### config.mk
export PLATFORM = sky130hd
export DESIGN_NAME = packed_field_store
export DESIGN_NICKNAME = d
export VERILOG_FILES = /design/src/source/pfs_pkg.sv /design/src/source/client_port.sv /design/src/source/packed_access.sv /design/src/source/packed_field_store.sv /design/src/source/packed_ram.sv /design/src/source/rmw_fifo.sv /design/src/source/swap_pipeline.sv
export SDC_FILE = /design/constraint.sdc
export NUM_CORES = 1
export LEC_CHECK = 0
export BUFFER_PORTS_ARGS = -buffer_cell sky130_fd_sc_hd__buf_4
export CAP_MARGIN = 0
export CORE_MARGIN = 1.5
export CORE_UTILIZATION = 45
export DETAILED_ROUTE_END_ITERATION = 16
export MAX_ROUTING_LAYER = met4
export PLACE_DENSITY = 0.67
export SLEW_MARGIN = 20
export SYNTH_ARGS = -nofsm -noshare
export SYNTH_HDL_FRONTEND = slang
export SYNTH_SLANG_ARGS = --single-unit
export TNS_END_PERCENT = 50
### constraint.sdc
create_clock -name clk -period 14.2 [get_ports clk]
set_input_delay 1.42 -clock clk [delete_from_list [all_inputs] [get_ports clk]]
set_output_delay 1.42 -clock clk [all_outputs]
set_load 0.01 [all_outputs]
### src/source/pfs_pkg.sv
//----------------------------------------
// packed field store shared definitions
//----------------------------------------
`default_nettype none

package pfs_pkg;

  // operation kind carried from each client down to the write stage
  // op_read puts the field back as it was, op_swap replaces it
  typedef enum logic {
    op_read = 1'b0,
    op_swap = 1'b1
  } op_e;

  // number of addressable fields seen by the clients
  localparam int UDEPTH_DEF = 64;

  // width of one field in bits
  localparam int UWIDTH_DEF = 8;

  // number of packed words in the RAM with four fields per word by default
  localparam int PDEPTH_DEF = 16;

  // cycles from read issue to write issue and also the hold FIFO depth
  localparam int NUM_STAGES_DEF = 2;

endpackage

`default_nettype wire

### src/source/client_port.sv
//----------------------------------------
// four-phase client port
//----------------------------------------
`timescale 1ns/1ps
`default_nettype none

module client_port import pfs_pkg::*; #(
  parameter int UDEPTH = UDEPTH_DEF,
  parameter int UWIDTH = UWIDTH_DEF
) (
  input  logic                      clk,
  input  logic                      rst_n,
  input  logic                      req,
  input  op_e                       op,
  input  logic [$clog2(UDEPTH)-1:0] addr,
  input  logic [UWIDTH-1:0]         wdata,
  output logic                      ack,
  output logic [UWIDTH-1:0]         rdata,
  output logic                      issue_valid,
  output op_e                       issue_op,
  output logic [$clog2(UDEPTH)-1:0] issue_addr,
  output logic [UWIDTH-1:0]         issue_wdata,
  input  logic                      issue_grant,
  input  logic                      done,
  input  logic [UWIDTH-1:0]         done_data
);

  // idle also covers the ack hold phase, ack itself tells them apart
  typedef enum logic [1:0] {
    s_idle,
    s_grant,
    s_done
  } state_e;

  state_e state;

  // the request sits in front of the arbiter only while waiting for grant
  assign issue_valid = (state == s_grant);

  always_ff @(posedge clk or negedge rst_n) begin
    if (!rst_n) begin
      state <= s_idle;
      ack   <= 1'b0;
    end else begin
      case (state)
        s_idle: begin
          // the client drops req once it has seen ack, then ack follows
          if (ack && !req) begin
            ack <= 1'b0;
          end else if (req && !ack) begin
            state <= s_grant;
          end
        end
        s_grant: begin
          if (issue_grant) begin
            state <= s_done;
          end
        end
        s_done: begin
          // old field value is ready, hand it back and raise ack
          if (done) begin
            ack   <= 1'b1;
            state <= s_idle;
          end
        end
        default: state <= s_idle;
      endcase
    end
  end

  // request payload is captured when a new handshake starts
  always_ff @(posedge clk) begin
    if (state == s_idle && req && !ack) begin
      issue_op    <= op;
      issue_addr  <= addr;
      issue_wdata <= wdata;
    end
    if (state == s_done && done) begin
      rdata <= done_data;
    end
  end

endmodule

`default_nettype wire

### src/source/packed_access.sv
//----------------------------------------
// field to word read-modify-write
//----------------------------------------
`timescale 1ns/1ps
`default_nettype none

module packed_access import pfs_pkg::*; #(
  parameter int UDEPTH     = UDEPTH_DEF,
  parameter int UWIDTH     = UWIDTH_DEF,
  parameter int PDEPTH     = PDEPTH_DEF,
  parameter int NUM_STAGES = NUM_STAGES_DEF
) (
  input  logic                                      clk,
  input  logic                                      rst_n,
  input  logic                                      unpacked_mem_re,
  input  logic [$clog2(UDEPTH)-1:0]                 unpacked_mem_raddr,
  input  logic                                      unpacked_mem_we,
  input  logic [$clog2(UDEPTH)-1:0]                 unpacked_mem_waddr,
  input  logic [UWIDTH-1:0]                         unpacked_mem_wdata,
  input  logic                                      unpacked_mem_wfield_en,
  output logic [UWIDTH-1:0]                         unpacked_mem_rdata,
  output logic                                      packed_mem_re,
  output logic [$clog2(PDEPTH)-1:0]                 packed_mem_raddr,
  output logic                                      packed_mem_we,
  output logic [$clog2(PDEPTH)-1:0]                 packed_mem_waddr,
  output logic [UWIDTH*(UDEPTH/PDEPTH)-1:0]         packed_mem_wdata,
  input  logic [UWIDTH*(UDEPTH/PDEPTH)-1:0]         packed_mem_rdata
);

  localparam int SCALE  = UDEPTH / PDEPTH;
  localparam int PWIDTH = UWIDTH * SCALE;
  localparam int PAW    = $clog2(PDEPTH);
  localparam int LW     = (SCALE > 1) ? $clog2(SCALE) : 1;

  // word address is the field address over SCALE, the lane is the rest
  logic [LW-1:0] wlane;

  assign packed_mem_re    = unpacked_mem_re;
  assign packed_mem_raddr = PAW'(unpacked_mem_raddr / SCALE);
  assign packed_mem_we    = unpacked_mem_we;
  assign packed_mem_waddr = PAW'(unpacked_mem_waddr / SCALE);
  assign wlane            = LW'(unpacked_mem_waddr % SCALE);

  //----------------------------------------
  // read return and forwarding
  //----------------------------------------

  logic              re_q;
  logic              fwd_q;
  logic [PAW-1:0]    raddr_q;
  logic [PWIDTH-1:0] fwd_data_q;

  // a read and a write on one word in one cycle means the RAM returns
  // the word from before the write, so the merged write word is kept
  always_ff @(posedge clk or negedge rst_n) begin
    if (!rst_n) begin
      re_q  <= 1'b0;
      fwd_q <= 1'b0;
    end else begin
      re_q  <= packed_mem_re;
      fwd_q <= packed_mem_re && packed_mem_we && (packed_mem_raddr == packed_mem_waddr);
    end
  end

  always_ff @(posedge clk) begin
    raddr_q    <= packed_mem_raddr;
    fwd_data_q <= packed_mem_wdata;
  end

  logic              fifo_push;
  logic [PAW-1:0]    fifo_push_id;
  logic [PWIDTH-1:0] fifo_push_data;
  logic              fifo_pop;
  logic [PWIDTH-1:0] fifo_pop_data;
  logic              fifo_empty;

  assign fifo_push      = re_q;
  assign fifo_push_id   = raddr_q;
  assign fifo_push_data = fwd_q ? fwd_data_q : packed_mem_rdata;

  //----------------------------------------
  // write merge
  //----------------------------------------

  // writes arrive in read order, so the head word belongs to this write
  assign fifo_pop           = unpacked_mem_we && !fifo_empty;
  assign unpacked_mem_rdata = fifo_pop_data[wlane*UWIDTH +: UWIDTH];

  always_comb begin
    packed_mem_wdata = fifo_pop_data;
    if (unpacked_mem_wfield_en) begin
      packed_mem_wdata[wlane*UWIDTH +: UWIDTH] = unpacked_mem_wdata;
    end
  end

  // the same write also refreshes any later held copy of this word
  rmw_fifo #(
    .UDEPTH     (UDEPTH),
    .UWIDTH     (UWIDTH),
    .PDEPTH     (PDEPTH),
    .NUM_STAGES (NUM_STAGES)
  ) hold_fifo (
    .clk       (clk),
    .rst_n     (rst_n),
    .push      (fifo_push),
    .push_id   (fifo_push_id),
    .push_data (fifo_push_data),
    .pop       (fifo_pop),
    .pop_data  (fifo_pop_data),
    .byp       (packed_mem_we),
    .byp_id    (packed_mem_waddr),
    .byp_data  (packed_mem_wdata),
    .empty     (fifo_empty)
  );

endmodule

`default_nettype wire

### src/source/packed_field_store.sv
//----------------------------------------
// packed field store top level
//----------------------------------------
`timescale 1ns/1ps
`default_nettype none

module packed_field_store import pfs_pkg::*; #(
  parameter int UDEPTH     = UDEPTH_DEF,
  parameter int UWIDTH     = UWIDTH_DEF,
  parameter int PDEPTH     = PDEPTH_DEF,
  parameter int NUM_STAGES = NUM_STAGES_DEF
) (
  input  logic                      clk,
  input  logic                      rst_n,
  input  logic                      c0_req,
  input  op_e                       c0_op,
  input  logic [$clog2(UDEPTH)-1:0] c0_addr,
  input  logic [UWIDTH-1:0]         c0_wdata,
  output logic                      c0_ack,
  output logic [UWIDTH-1:0]         c0_rdata,
  input  logic                      c1_req,
  input  op_e                       c1_op,
  input  logic [$clog2(UDEPTH)-1:0] c1_addr,
  input  logic [UWIDTH-1:0]         c1_wdata,
  output logic                      c1_ack,
  output logic [UWIDTH-1:0]         c1_rdata
);

  localparam int UAW    = $clog2(UDEPTH);
  localparam int PAW    = $clog2(PDEPTH);
  localparam int PWIDTH = UWIDTH * (UDEPTH / PDEPTH);

  // client ports toward the arbiter
  logic p0_valid, p0_grant, p0_done;
  logic p1_valid, p1_grant, p1_done;
  op_e  p0_op, p1_op;
  logic [UAW-1:0]    p0_addr, p1_addr;
  logic [UWIDTH-1:0] p0_wdata, p1_wdata, p0_done_data, p1_done_data;

  // field and word interfaces
  logic              um_re, um_we, um_wfield_en;
  logic [UAW-1:0]    um_raddr, um_waddr;
  logic [UWIDTH-1:0] um_wdata, um_rdata;
  logic              pm_re, pm_we;
  logic [PAW-1:0]    pm_raddr, pm_waddr;
  logic [PWIDTH-1:0] pm_wdata, pm_rdata;

  client_port #(.UDEPTH(UDEPTH), .UWIDTH(UWIDTH)) port0 (
    .clk(clk), .rst_n(rst_n), .req(c0_req), .op(c0_op), .addr(c0_addr),
    .wdata(c0_wdata), .ack(c0_ack), .rdata(c0_rdata),
    .issue_valid(p0_valid), .issue_op(p0_op), .issue_addr(p0_addr),
    .issue_wdata(p0_wdata), .issue_grant(p0_grant), .done(p0_done),
    .done_data(p0_done_data)
  );

  client_port #(.UDEPTH(UDEPTH), .UWIDTH(UWIDTH)) port1 (
    .clk(clk), .rst_n(rst_n), .req(c1_req), .op(c1_op), .addr(c1_addr),
    .wdata(c1_wdata), .ack(c1_ack), .rdata(c1_rdata),
    .issue_valid(p1_valid), .issue_op(p1_op), .issue_addr(p1_addr),
    .issue_wdata(p1_wdata), .issue_grant(p1_grant), .done(p1_done),
    .done_data(p1_done_data)
  );

  swap_pipeline #(.UDEPTH(UDEPTH), .UWIDTH(UWIDTH), .NUM_STAGES(NUM_STAGES)) pipe (
    .clk(clk), .rst_n(rst_n),
    .p0_valid(p0_valid), .p0_op(p0_op), .p0_addr(p0_addr), .p0_wdata(p0_wdata),
    .p0_grant(p0_grant), .p0_done(p0_done), .p0_done_data(p0_done_data),
    .p1_valid(p1_valid), .p1_op(p1_op), .p1_addr(p1_addr), .p1_wdata(p1_wdata),
    .p1_grant(p1_grant), .p1_done(p1_done), .p1_done_data(p1_done_data),
    .unpacked_mem_re(um_re), .unpacked_mem_raddr(um_raddr),
    .unpacked_mem_we(um_we), .unpacked_mem_waddr(um_waddr),
    .unpacked_mem_wdata(um_wdata), .unpacked_mem_wfield_en(um_wfield_en),
    .unpacked_mem_rdata(um_rdata)
  );

  packed_access #(
    .UDEPTH(UDEPTH), .UWIDTH(UWIDTH), .PDEPTH(PDEPTH), .NUM_STAGES(NUM_STAGES)
  ) access (
    .clk(clk), .rst_n(rst_n),
    .unpacked_mem_re(um_re), .unpacked_mem_raddr(um_raddr),
    .unpacked_mem_we(um_we), .unpacked_mem_waddr(um_waddr),
    .unpacked_mem_wdata(um_wdata), .unpacked_mem_wfield_en(um_wfield_en),
    .unpacked_mem_rdata(um_rdata),
    .packed_mem_re(pm_re), .packed_mem_raddr(pm_raddr),
    .packed_mem_we(pm_we), .packed_mem_waddr(pm_waddr),
    .packed_mem_wdata(pm_wdata), .packed_mem_rdata(pm_rdata)
  );

  packed_ram #(.UDEPTH(UDEPTH), .UWIDTH(UWIDTH), .PDEPTH(PDEPTH)) ram (
    .clk(clk), .rst_n(rst_n),
    .re(pm_re), .raddr(pm_raddr), .rdata(pm_rdata),
    .we(pm_we), .waddr(pm_waddr), .wdata(pm_wdata)
  );

endmodule

`default_nettype wire

### src/source/packed_ram.sv
//----------------------------------------
// packed word RAM
//----------------------------------------
`timescale 1ns/1ps
`default_nettype none

module packed_ram import pfs_pkg::*; #(
  parameter int UDEPTH = UDEPTH_DEF,
  parameter int UWIDTH = UWIDTH_DEF,
  parameter int PDEPTH = PDEPTH_DEF
) (
  input  logic                              clk,
  input  logic                              rst_n,
  input  logic                              re,
  input  logic [$clog2(PDEPTH)-1:0]         raddr,
  output logic [UWIDTH*(UDEPTH/PDEPTH)-1:0] rdata,
  input  logic                              we,
  input  logic [$clog2(PDEPTH)-1:0]         waddr,
  input  logic [UWIDTH*(UDEPTH/PDEPTH)-1:0] wdata
);

  localparam int PWIDTH = UWIDTH * (UDEPTH / PDEPTH);

  logic [PWIDTH-1:0] mem [PDEPTH];

  // the store starts out all zero, a read sees the word before any
  // write landing at the same edge
  always_ff @(posedge clk or negedge rst_n) begin
    if (!rst_n) begin
      for (int i = 0; i < PDEPTH; i++) begin
        mem[i] <= '0;
      end
      rdata <= '0;
    end else begin
      if (we) begin
        mem[waddr] <= wdata;
      end
      if (re) begin
        rdata <= mem[raddr];
      end
    end
  end

endmodule

`default_nettype wire

### src/source/rmw_fifo.sv
//----------------------------------------
// tagged read-word hold FIFO
//----------------------------------------
`timescale 1ns/1ps
`default_nettype none

module rmw_fifo import pfs_pkg::*; #(
  parameter int UDEPTH     = UDEPTH_DEF,
  parameter int UWIDTH     = UWIDTH_DEF,
  parameter int PDEPTH     = PDEPTH_DEF,
  parameter int NUM_STAGES = NUM_STAGES_DEF
) (
  input  logic                              clk,
  input  logic                              rst_n,
  input  logic                              push,
  input  logic [$clog2(PDEPTH)-1:0]         push_id,
  input  logic [UWIDTH*(UDEPTH/PDEPTH)-1:0] push_data,
  input  logic                              pop,
  output logic [UWIDTH*(UDEPTH/PDEPTH)-1:0] pop_data,
  input  logic                              byp,
  input  logic [$clog2(PDEPTH)-1:0]         byp_id,
  input  logic [UWIDTH*(UDEPTH/PDEPTH)-1:0] byp_data,
  output logic                              empty
);

  localparam int PWIDTH = UWIDTH * (UDEPTH / PDEPTH);
  localparam int PAW    = $clog2(PDEPTH);
  localparam int DEPTH  = NUM_STAGES;
  localparam int PTRW   = (DEPTH > 1) ? $clog2(DEPTH) : 1;

  logic [DEPTH-1:0]  ent_valid;
  logic [PAW-1:0]    ent_id   [DEPTH];
  logic [PWIDTH-1:0] ent_data [DEPTH];
  logic [PTRW-1:0]   wptr;
  logic [PTRW-1:0]   rptr;

  // pointers wrap at DEPTH, which need not be a power of two
  function automatic logic [PTRW-1:0] ptr_inc(input logic [PTRW-1:0] p);
    if (p == PTRW'(DEPTH - 1)) begin
      return '0;
    end
    return p + 1'b1;
  endfunction

  // valid entries run contiguously from the read pointer
  assign empty    = !ent_valid[rptr];
  assign pop_data = ent_data[rptr];

  //----------------------------------------
  // pointers and entry valid bits
  //----------------------------------------

  always_ff @(posedge clk or negedge rst_n) begin
    if (!rst_n) begin
      ent_valid <= '0;
      wptr      <= '0;
      rptr      <= '0;
    end else begin
      if (pop) begin
        ent_valid[rptr] <= 1'b0;
        rptr            <= ptr_inc(rptr);
      end
      // a push into the slot being freed keeps it valid
      if (push) begin
        ent_valid[wptr] <= 1'b1;
        wptr            <= ptr_inc(wptr);
      end
    end
  end

  //----------------------------------------
  // entry data with write bypass
  //----------------------------------------

  always_ff @(posedge clk) begin
    // every held copy of the written word takes the new word
    for (int i = 0; i < DEPTH; i++) begin
      if (byp && ent_valid[i] && (ent_id[i] == byp_id)) begin
        ent_data[i] <= byp_data;
      end
    end
    // a word arriving in the same cycle as a write to it is stale too
    if (push) begin
      ent_id[wptr]   <= push_id;
      ent_data[wptr] <= (byp && (push_id == byp_id)) ? byp_data : push_data;
    end
  end

endmodule

`default_nettype wire

### src/source/swap_pipeline.sv
//----------------------------------------
// two-port swap arbiter and pipeline
//----------------------------------------
`timescale 1ns/1ps
`default_nettype none

module swap_pipeline import pfs_pkg::*; #(
  parameter int UDEPTH     = UDEPTH_DEF,
  parameter int UWIDTH     = UWIDTH_DEF,
  parameter int NUM_STAGES = NUM_STAGES_DEF
) (
  input  logic                      clk,
  input  logic                      rst_n,
  // client port 0
  input  logic                      p0_valid,
  input  op_e                       p0_op,
  input  logic [$clog2(UDEPTH)-1:0] p0_addr,
  input  logic [UWIDTH-1:0]         p0_wdata,
  output logic                      p0_grant,
  output logic                      p0_done,
  output logic [UWIDTH-1:0]         p0_done_data,
  // client port 1
  input  logic                      p1_valid,
  input  op_e                       p1_op,
  input  logic [$clog2(UDEPTH)-1:0] p1_addr,
  input  logic [UWIDTH-1:0]         p1_wdata,
  output logic                      p1_grant,
  output logic                      p1_done,
  output logic [UWIDTH-1:0]         p1_done_data,
  // field side of the packed access block
  output logic                      unpacked_mem_re,
  output logic [$clog2(UDEPTH)-1:0] unpacked_mem_raddr,
  output logic                      unpacked_mem_we,
  output logic [$clog2(UDEPTH)-1:0] unpacked_mem_waddr,
  output logic [UWIDTH-1:0]         unpacked_mem_wdata,
  output logic                      unpacked_mem_wfield_en,
  input  logic [UWIDTH-1:0]         unpacked_mem_rdata
);

  localparam int UAW  = $clog2(UDEPTH);
  localparam int LAST = NUM_STAGES - 1;

  //----------------------------------------
  // round-robin arbiter
  //----------------------------------------

  // index of the port granted most recently
  logic last_q;
  logic pick1;

  // port 1 wins when alone, or when both ask and port 0 went last
  assign pick1    = p1_valid && (!p0_valid || !last_q);
  assign p1_grant = pick1;
  assign p0_grant = p0_valid && !pick1;

  // the read goes out in the grant cycle itself
  assign unpacked_mem_re    = p0_valid || p1_valid;
  assign unpacked_mem_raddr = pick1 ? p1_addr : p0_addr;

  //----------------------------------------
  // fixed-lag operation pipeline
  //----------------------------------------

  logic [NUM_STAGES-1:0] st_valid;
  logic                  st_src   [NUM_STAGES];
  op_e                   st_op    [NUM_STAGES];
  logic [UAW-1:0]        st_addr  [NUM_STAGES];
  logic [UWIDTH-1:0]     st_wdata [NUM_STAGES];

  always_ff @(posedge clk or negedge rst_n) begin
    if (!rst_n) begin
      last_q   <= 1'b0;
      st_valid <= '0;
    end else begin
      if (unpacked_mem_re) begin
        last_q <= pick1;
      end
      st_valid[0] <= unpacked_mem_re;
      for (int k = 1; k < NUM_STAGES; k++) begin
        st_valid[k] <= st_valid[k-1];
      end
    end
  end

  // stage 0 holds the op granted in the previous cycle
  always_ff @(posedge clk) begin
    st_src[0]   <= pick1;
    st_op[0]    <= pick1 ? p1_op : p0_op;
    st_addr[0]  <= unpacked_mem_raddr;
    st_wdata[0] <= pick1 ? p1_wdata : p0_wdata;
    for (int k = 1; k < NUM_STAGES; k++) begin
      st_src[k]   <= st_src[k-1];
      st_op[k]    <= st_op[k-1];
      st_addr[k]  <= st_addr[k-1];
      st_wdata[k] <= st_wdata[k-1];
    end
  end

  // the last stage writes back exactly NUM_STAGES cycles after its read
  assign unpacked_mem_we        = st_valid[LAST];
  assign unpacked_mem_waddr     = st_addr[LAST];
  assign unpacked_mem_wdata     = st_wdata[LAST];
  assign unpacked_mem_wfield_en = st_valid[LAST] && (st_op[LAST] == op_swap);

  // old field comes back with the write, steer done to its source port
  assign p0_done      = st_valid[LAST] && !st_src[LAST];
  assign p1_done      = st_valid[LAST] && st_src[LAST];
  assign p0_done_data = unpacked_mem_rdata;
  assign p1_done_data = unpacked_mem_rdata;

endmodule

`default_nettype wire

==> impl_metrics.yaml, run 1 <==
status:
  status: "finished, final reports clean"
drt:
  drtPass1Iterations: 6
  antenna_left: 0
  drc: 0
  vias: 25400
  drt-wirelength-per-cell_um: 22.5
  drt-total-wl_mm: 95.3
  viasPerCell: 6.00
  initialDrtViolationCount: 2641
yosys:
  synth_ff_type: "dfrtp_1"
  synth.net_count: 3359
  synth-async-reset-ratio: 0.754
  ys_types: 56
  postSynthCellCount: 3320
  synth_edf_count: 118
  synth.ff_latch_count: 740
  ys_warn_count: 0
  synth_area_um2: 33000
  avgSynthCellArea_um2: 9.95
  synth_seq_area_share: 0.569
power_and_ir_drop:
  peakVddDrop_v: 0.000182
  power_w: 0.00897
  power_density_nw_per_um2: 245
  power_leakage_nw: 15.4
place:
  portBuffers: 51
  gp_congestion: 0.839
  pre_cts_slack_ps: 10170
  hpwl_mm: 51.0
  placed_area_um2: 34000
clocking:
  path_clk_slew_ps: 60
  clk_latency_ps: 640
  postCtsSetupRepairBufs: 0
  cts_resized: 0
  cts_max_level: 3
  cts_sinks: 740
  cts_tree: "done"
  postCtsHoldBufs: 0
  clock-root-buffer: "clkbuf_16"
  numCtsBuffers: 78
  clk_path_buf_depth: 3
finish:
  post-route-util: 0.502
  multi_input_area_um2: 12900
  drive_gt1_frac: 0.116
  finalInstanceArea_um2: 36600
  syn2layout_area_growth_pct: 10.7
  final-seq-area_um2: 18800
  fillerInstances: 6595
  diodes: 0
  nets: 3252
min_path:
  hold_start: "pipe.st_src[0][0]$_DFF_P_"
  hold_end: "pipe.st_src[0][1]$_DFF_P_"
  whs_path_depth: 0
  hold_path_class: "reg -> reg"
critical_path:
  endpoint_kind: "flop"
  critical_path_class: "reg -> reg"
  cp.arrival_ps: 4710
  worstRegToRegCells: 9
  start_kind: "flop"
  crit_required_ps: 14740
  path_max_fanout: 70
  rr_endpoint: "ram.rdata[4]$_DFFE_PN0N_"
  crit_start: "port0.state[0]$_DFFE_PN0P_"
  r2r_start: "port0.state[0]$_DFFE_PN0P_"
  rrSetupSlack_ps: 10030
timing:
  finalSetupViolations: 0
  slew_viol_final: 0
  period_needed_ps: 4170
  maxSlewHeadroom: 0.287
  setup_ws_ps: 10030
  max_clock_freq_ghz: 0.240
  fin_crit_sh: 0.294
  rsz0062_at_grt: "false"
  skew_ps: 28.4
  setup-tns-final_ps: 0
  worst_pin_slew_ps: 1070
  hold_viol: 0
floorplanning:
  std_cell_rows: 99
  die_y_um: 274
  initial_core_util: 0.454
  die_w_um: 274
  io_pins: 52
  core_um2: 72800
  die-area_um2: 75000
global_routing:
  grt_pass1_vias: 25000
  track_usage: 0.266
  grt_max_degree: 225
  grt-ovfl-total: 0
  antenna_found_initial: 0
  grt_pass1_wl_mm: 150
job:
  maxCapViolations: 0
## registers in the layout, indices dropped and copies added (netlist names), 3 cells and up
register,flops
ram.mem,512
access.hold_fifo.ent_data,64
access.fwd_data_q,32
ram.rdata,32
pipe.st_wdata,16
pipe.st_addr,9
access.hold_fifo.ent_id,8
port0.issue_wdata,8
port0.rdata,8
port1.issue_wdata,8
port1.rdata,8
port0.issue_addr,6
port1.issue_addr,6
access.fifo_push_id,3
## worst max-delay path, stage by stage (launching register included)
cell,delay [ps]
dfrtp_1,450
and3b_1,320
o21ai_4,170
buf_4,540
buf_4,850
buf_4,740
a32oi_1,210
a32o_1,270
mux2_2,270
o211ai_2,140
## where the power goes
part | internal (W) | switching [W]
sequential | 0.00313 | 0.000527
combinational | 0.00115 | 0.00214
clock | 0.00118 | 0.000858
total | 0.00545 | 0.00352
## cells in the final DEF, fill, tap and decap left out, types with 15 or more instances in the layout
cell / n
and3_1: 39
a211o_1: 31
mux2i_1: 128
nor2_1: 40
dfrtp_1: 556
nand2_1: 608
clkbuf_16: 81
dfxtp_1: 64
nand4_1: 33
inv_1: 42
o211ai_2: 31
o21ai_1: 32
edfxtp_1: 118
a21oi_1: 30
a32o_1: 64
a31oi_1: 33
mux4_2: 15
a32oi_1: 64
clkbuf_1: 19
mux2_2: 32
nand3_1: 234
o21ai_0: 707
buf_4: 127
nand2_2: 15
## synth_stat cells (4+ instances only)
cell type / number / area, µm²
o21ai_0: 708 / 3540
nand2_1: 622 / 2330
dfrtp_1: 558 / 14000
nand3_1: 240 / 1200
clkbuf_1: 215 / 807
mux2i_1: 128 / 1280
edfxtp_1: 118 / 3540
buf_2: 81 / 405
a32o_1: 64 / 641
a32oi_1: 64 / 561
dfxtp_1: 64 / 1280
inv_1: 42 / 158
nor2_1: 42 / 158
and3_1: 39 / 244
a21oi_1: 34 / 170
a31oi_1: 34 / 213
nand4_1: 33 / 206
o21ai_1: 33 / 165
mux2_2: 32 / 360
a211o_1: 31 / 272
o211ai_2: 31 / 388
mux4_2: 15 / 338
xnor2_1: 11 / 96.3
buf_8: 8 / 120
buf_1: 7 / 26.3
nand2b_1: 6 / 37.5
buf_6: 5 / 56.3
ha_1: 5 / 62.6
xor2_1: 5 / 43.8
nor3_1: 4 / 20.0
o31ai_1: 4 / 30.0
## logic make-up (layout without fill, tap and decap cells)
logic type,count (synthesis),count (layout),share of synthesized area
simple gates,1005,1005,0.132
xor+xnor,16,16,0.00424
compound gates,1016,1016,0.185
buf+inv,363,317,0.0484
fa+ha+maj,5,5,0.00189
flops,740,740,0.569
mux,175,175,0.0599
## how the worst max path moves through the flow
stage          depth (start not counted)                                         to  slack, ps
3_3_place_gp                           3                   ram.mem[222]$_DFFE_PN0P_      10190
4_1_cts                                9                   ram.rdata[4]$_DFFE_PN0N_      10160
2_1_floorplan                          4  access.hold_fifo.ent_data[0][0]$_DFFE_PP_       9490
3_5_place_dp                           9                   ram.rdata[4]$_DFFE_PN0N_      10170
6_report                               9                   ram.rdata[4]$_DFFE_PN0N_      10030
5_1_grt                                9                  ram.rdata[13]$_DFFE_PN0N_       9900
## per-stage QoR
| stage | std cells | hold WS [ps] |
|---|---|---|
| finish | 4233 | 327 |
| global route | 4233 | 335 |
| CTS | 4233 | 325 |
| detailed placement | 4092 | 312 |
| global placement | 4092 | 310 |
| floorplan | 3320 | 310 |
## per-layer routing
metal | wire length (µm) | GRT usage | vias up
met5 | 0 | - | -
li1 | - | - | 11600
met4 | 3450 | 0.0993 | 0
met2 | 44000 | 0.412 | 1005
met1 | 40600 | 0.351 | 12500
met3 | 7230 | 0.0467 | 238
## layout make-up
class / instances / share of cell area
Sequential cell: 740 / 0.514
Inverter: 45 / 0.00462
Timing Repair Buffer: 131 / 0.0279
Multi-Input combinational cell: 2217 / 0.352
Tap cell: 959 / 0.0328
Clock inverter: 27 / 0.00643
Clock buffer: 114 / 0.0626
Note: power is estimated with default switching activity, not from simulation.
==> inputs of run 2 (changes only) <==
- clock period: 14.2 -> 4 ns (I/O delays scaled with it)
==> run 2 against run 1 <==
  * Via count grew 1.3%
  * Final area grew 2.3%
  * Fmax grew 32%
  * Flip-flop and latch count is the same
  * Sequential share of layout area shrank 1.2 points
  * Worst setup slack lost 9200 ps
  * Wire length grew 2.2%
  * Critical path type unchanged
  * Largest power group unchanged
  * Highest routed layer unchanged
==> impl_metrics.yaml, run 2 (synthesized netlist as in run 1, its figures left out) <==
finish:
  layout_common_cells: "o21ai_0, nand2_1, dfrtp_1, nand3_1, buf_4"
  syn2layout_area_growth_pct: 13.3
  largest_reg_flops: 512
  nets: 3309
  top_regs: "ram.mem: 512 flops, access.hold_fifo.ent_data: 64 flops"
  largest_register: "ram.mem"
  drive_gt1_frac: 0.120
  layout_commonest_cell: "o21ai_0"
min_path:
  whs_path_depth: 0
  hold_path_class: "reg -> reg"
  hold_end: "pipe.st_wdata[0][11]$_DFF_P_"
  hold_start: "pipe.st_wdata[0][3]$_DFF_P_"
critical_path:
  path_buf_inv: 2
  cp_slowest_cell: "nor2b_1"
  path_cells: "nor2b_1, nand2_2, inv_2, nand2_1, o21ai_4, buf_4, mux2_2, o211ai_2"
  path_max_fanout: 19
  crit_required_ps: 4540
  r2r_start: "port1.state[0]$_DFFE_PN0P_"
  endpoint_kind: "flop"
  start_kind: "flop"
  cp.arrival_ps: 3720
  critical_path_class: "reg -> reg"
  cpLargestDelayFamily: "simple AND/OR/NAND/NOR gates"
  rrSetupSlack_ps: 830
  slowest_delay_ps: 680
  worstRegToRegCells: 8
  rr_endpoint: "ram.rdata[4]$_DFFE_PN0N_"
drt:
  drt-wirelength-per-cell_um: 22.7
  drtPass1Iterations: 5
  drc: 0
  drt-total-wl_mm: 97.4
  initialDrtViolationCount: 2642
  antenna_left: 0
  vias: 25700
  viasPerCell: 5.99
timing:
  setup-tns-final_ps: 0
  fin_crit_sh: 0.793
  max_clock_freq_ghz: 0.315
  hold_viol: 0
  finalSetupViolations: 0
  rsz0062_at_grt: "false"
  fin_hold_ws_ps: 327
  maxSlewHeadroom: 0.279
  period_needed_ps: 3170
  skew_ps: 29.0
  worst_pin_slew_ps: 1080
  slew_viol_final: 0
place:
  portBuffers: 51
  hpwl_mm: 54.2
  gp_congestion: 0.886
floorplanning:
  die-area_um2: 75000
  die_w_um: 274
  initial_core_util: 0.454
  std_cell_rows: 99
  die_y_um: 274
  io_pins: 52
  core_um2: 72800
clocking:
  cts_resized: 0
  path_clk_slew_ps: 60
  clk_path_buf_depth: 3
  clk_latency_ps: 640
  clock-root-buffer: "clkbuf_16"
  cts_sinks: 740
  cts_tree: "done"
  cts_max_level: 3
  numCtsBuffers: 78
global_routing:
  grt_pass1_vias: 25000
  grt_pass1_wl_mm: 152
  grt_util_met2: 0.406
  grtUsageMet1: 0.362
  grt-ovfl-total: 0
  antenna_found_initial: 0
  grt_max_degree: 153
  track_usage: 0.271
  use_met3: 0.0535
  busiest_layer: "met2"
power_and_ir_drop:
  peakVddDrop_v: 0.000567
  power_density_nw_per_um2: 864
  power_leakage_nw: 15.8
status:
  status: "finished, final reports clean"
job:
  maxCapViolations: 0
[run 2: worst max path at each step]
stage / to / cells past startpoint / slack [ps] / startpoint
floorplan: access.hold_fifo.ent_data[1][0]$_DFFE_PP_ / 4 / 360 / pipe.st_addr[0][8]$_DFF_P_
global placement: access.hold_fifo.ent_data[1][0]$_DFFE_PP_ / 6 / 880 / pipe.st_addr[0][7]$_DFF_P_
detailed placement: ram.rdata[21]$_DFFE_PN0N_ / 8 / 880 / port1.state[0]$_DFFE_PN0P_
CTS: ram.rdata[4]$_DFFE_PN0N_ / 8 / 880 / port1.state[0]$_DFFE_PN0P_
global route: ram.mem[300]$_DFFE_PN0P_ / 8 / 590 / pipe.st_addr[0][7]$_DFF_P_
finish: ram.rdata[4]$_DFFE_PN0N_ / 8 / 830 / port1.state[0]$_DFFE_PN0P_
[run 2: where the power goes]
part / internal [W] / switching [W]
sequential: 0.0111 / 0.00191
clock: 0.00430 / 0.00307
combinational: 0.00426 / 0.00773
total: 0.0197 / 0.0127
[run 2: timing repair]
action	CTS	global route
setup endpoints to repair	0	0
endpoints found under the hold margin	133	0
buffers inserted	0	0
hold buffers	33	0
[run 2: cell type report]
| cell class | instances | area (µm²) |
|---|---|---|
| well taps | 959 | 1200 |
| clock buffers | 112 | 2280 |
| diodes | 1 | 2.50 |
| flip-flops and latches | 740 | 18800 |
| repair buffers | 188 | 1790 |
| inverters | 45 | 169 |
| fillers | 6529 | 35400 |
| multi-input cells | 2217 | 12900 |
| clock inverters | 32 | 314 |
[run 2: layer usage]
metal | vias to the layer above | wire length (µm)
met5 | - | 0
li1 | 11700 | -
met2 | 1144 | 44200
met3 | 227 | 7880
met4 | 0 | 3450
met1 | 12600 | 41800
[run 2: per-stage QoR]
step                instance area [µm²]   util  std cells  setup WS (ps)  power (W)
detailed placement                34500  0.474       4116            877     0.0249
floorplan                         33000      -       3320            362     0.0207
finish                            37400  0.514       4294            828     0.0324
global route                      37400  0.514       4293            593     0.0343
global placement                  34500  0.473       4116            884     0.0245
CTS                               37400  0.514       4293            879     0.0323
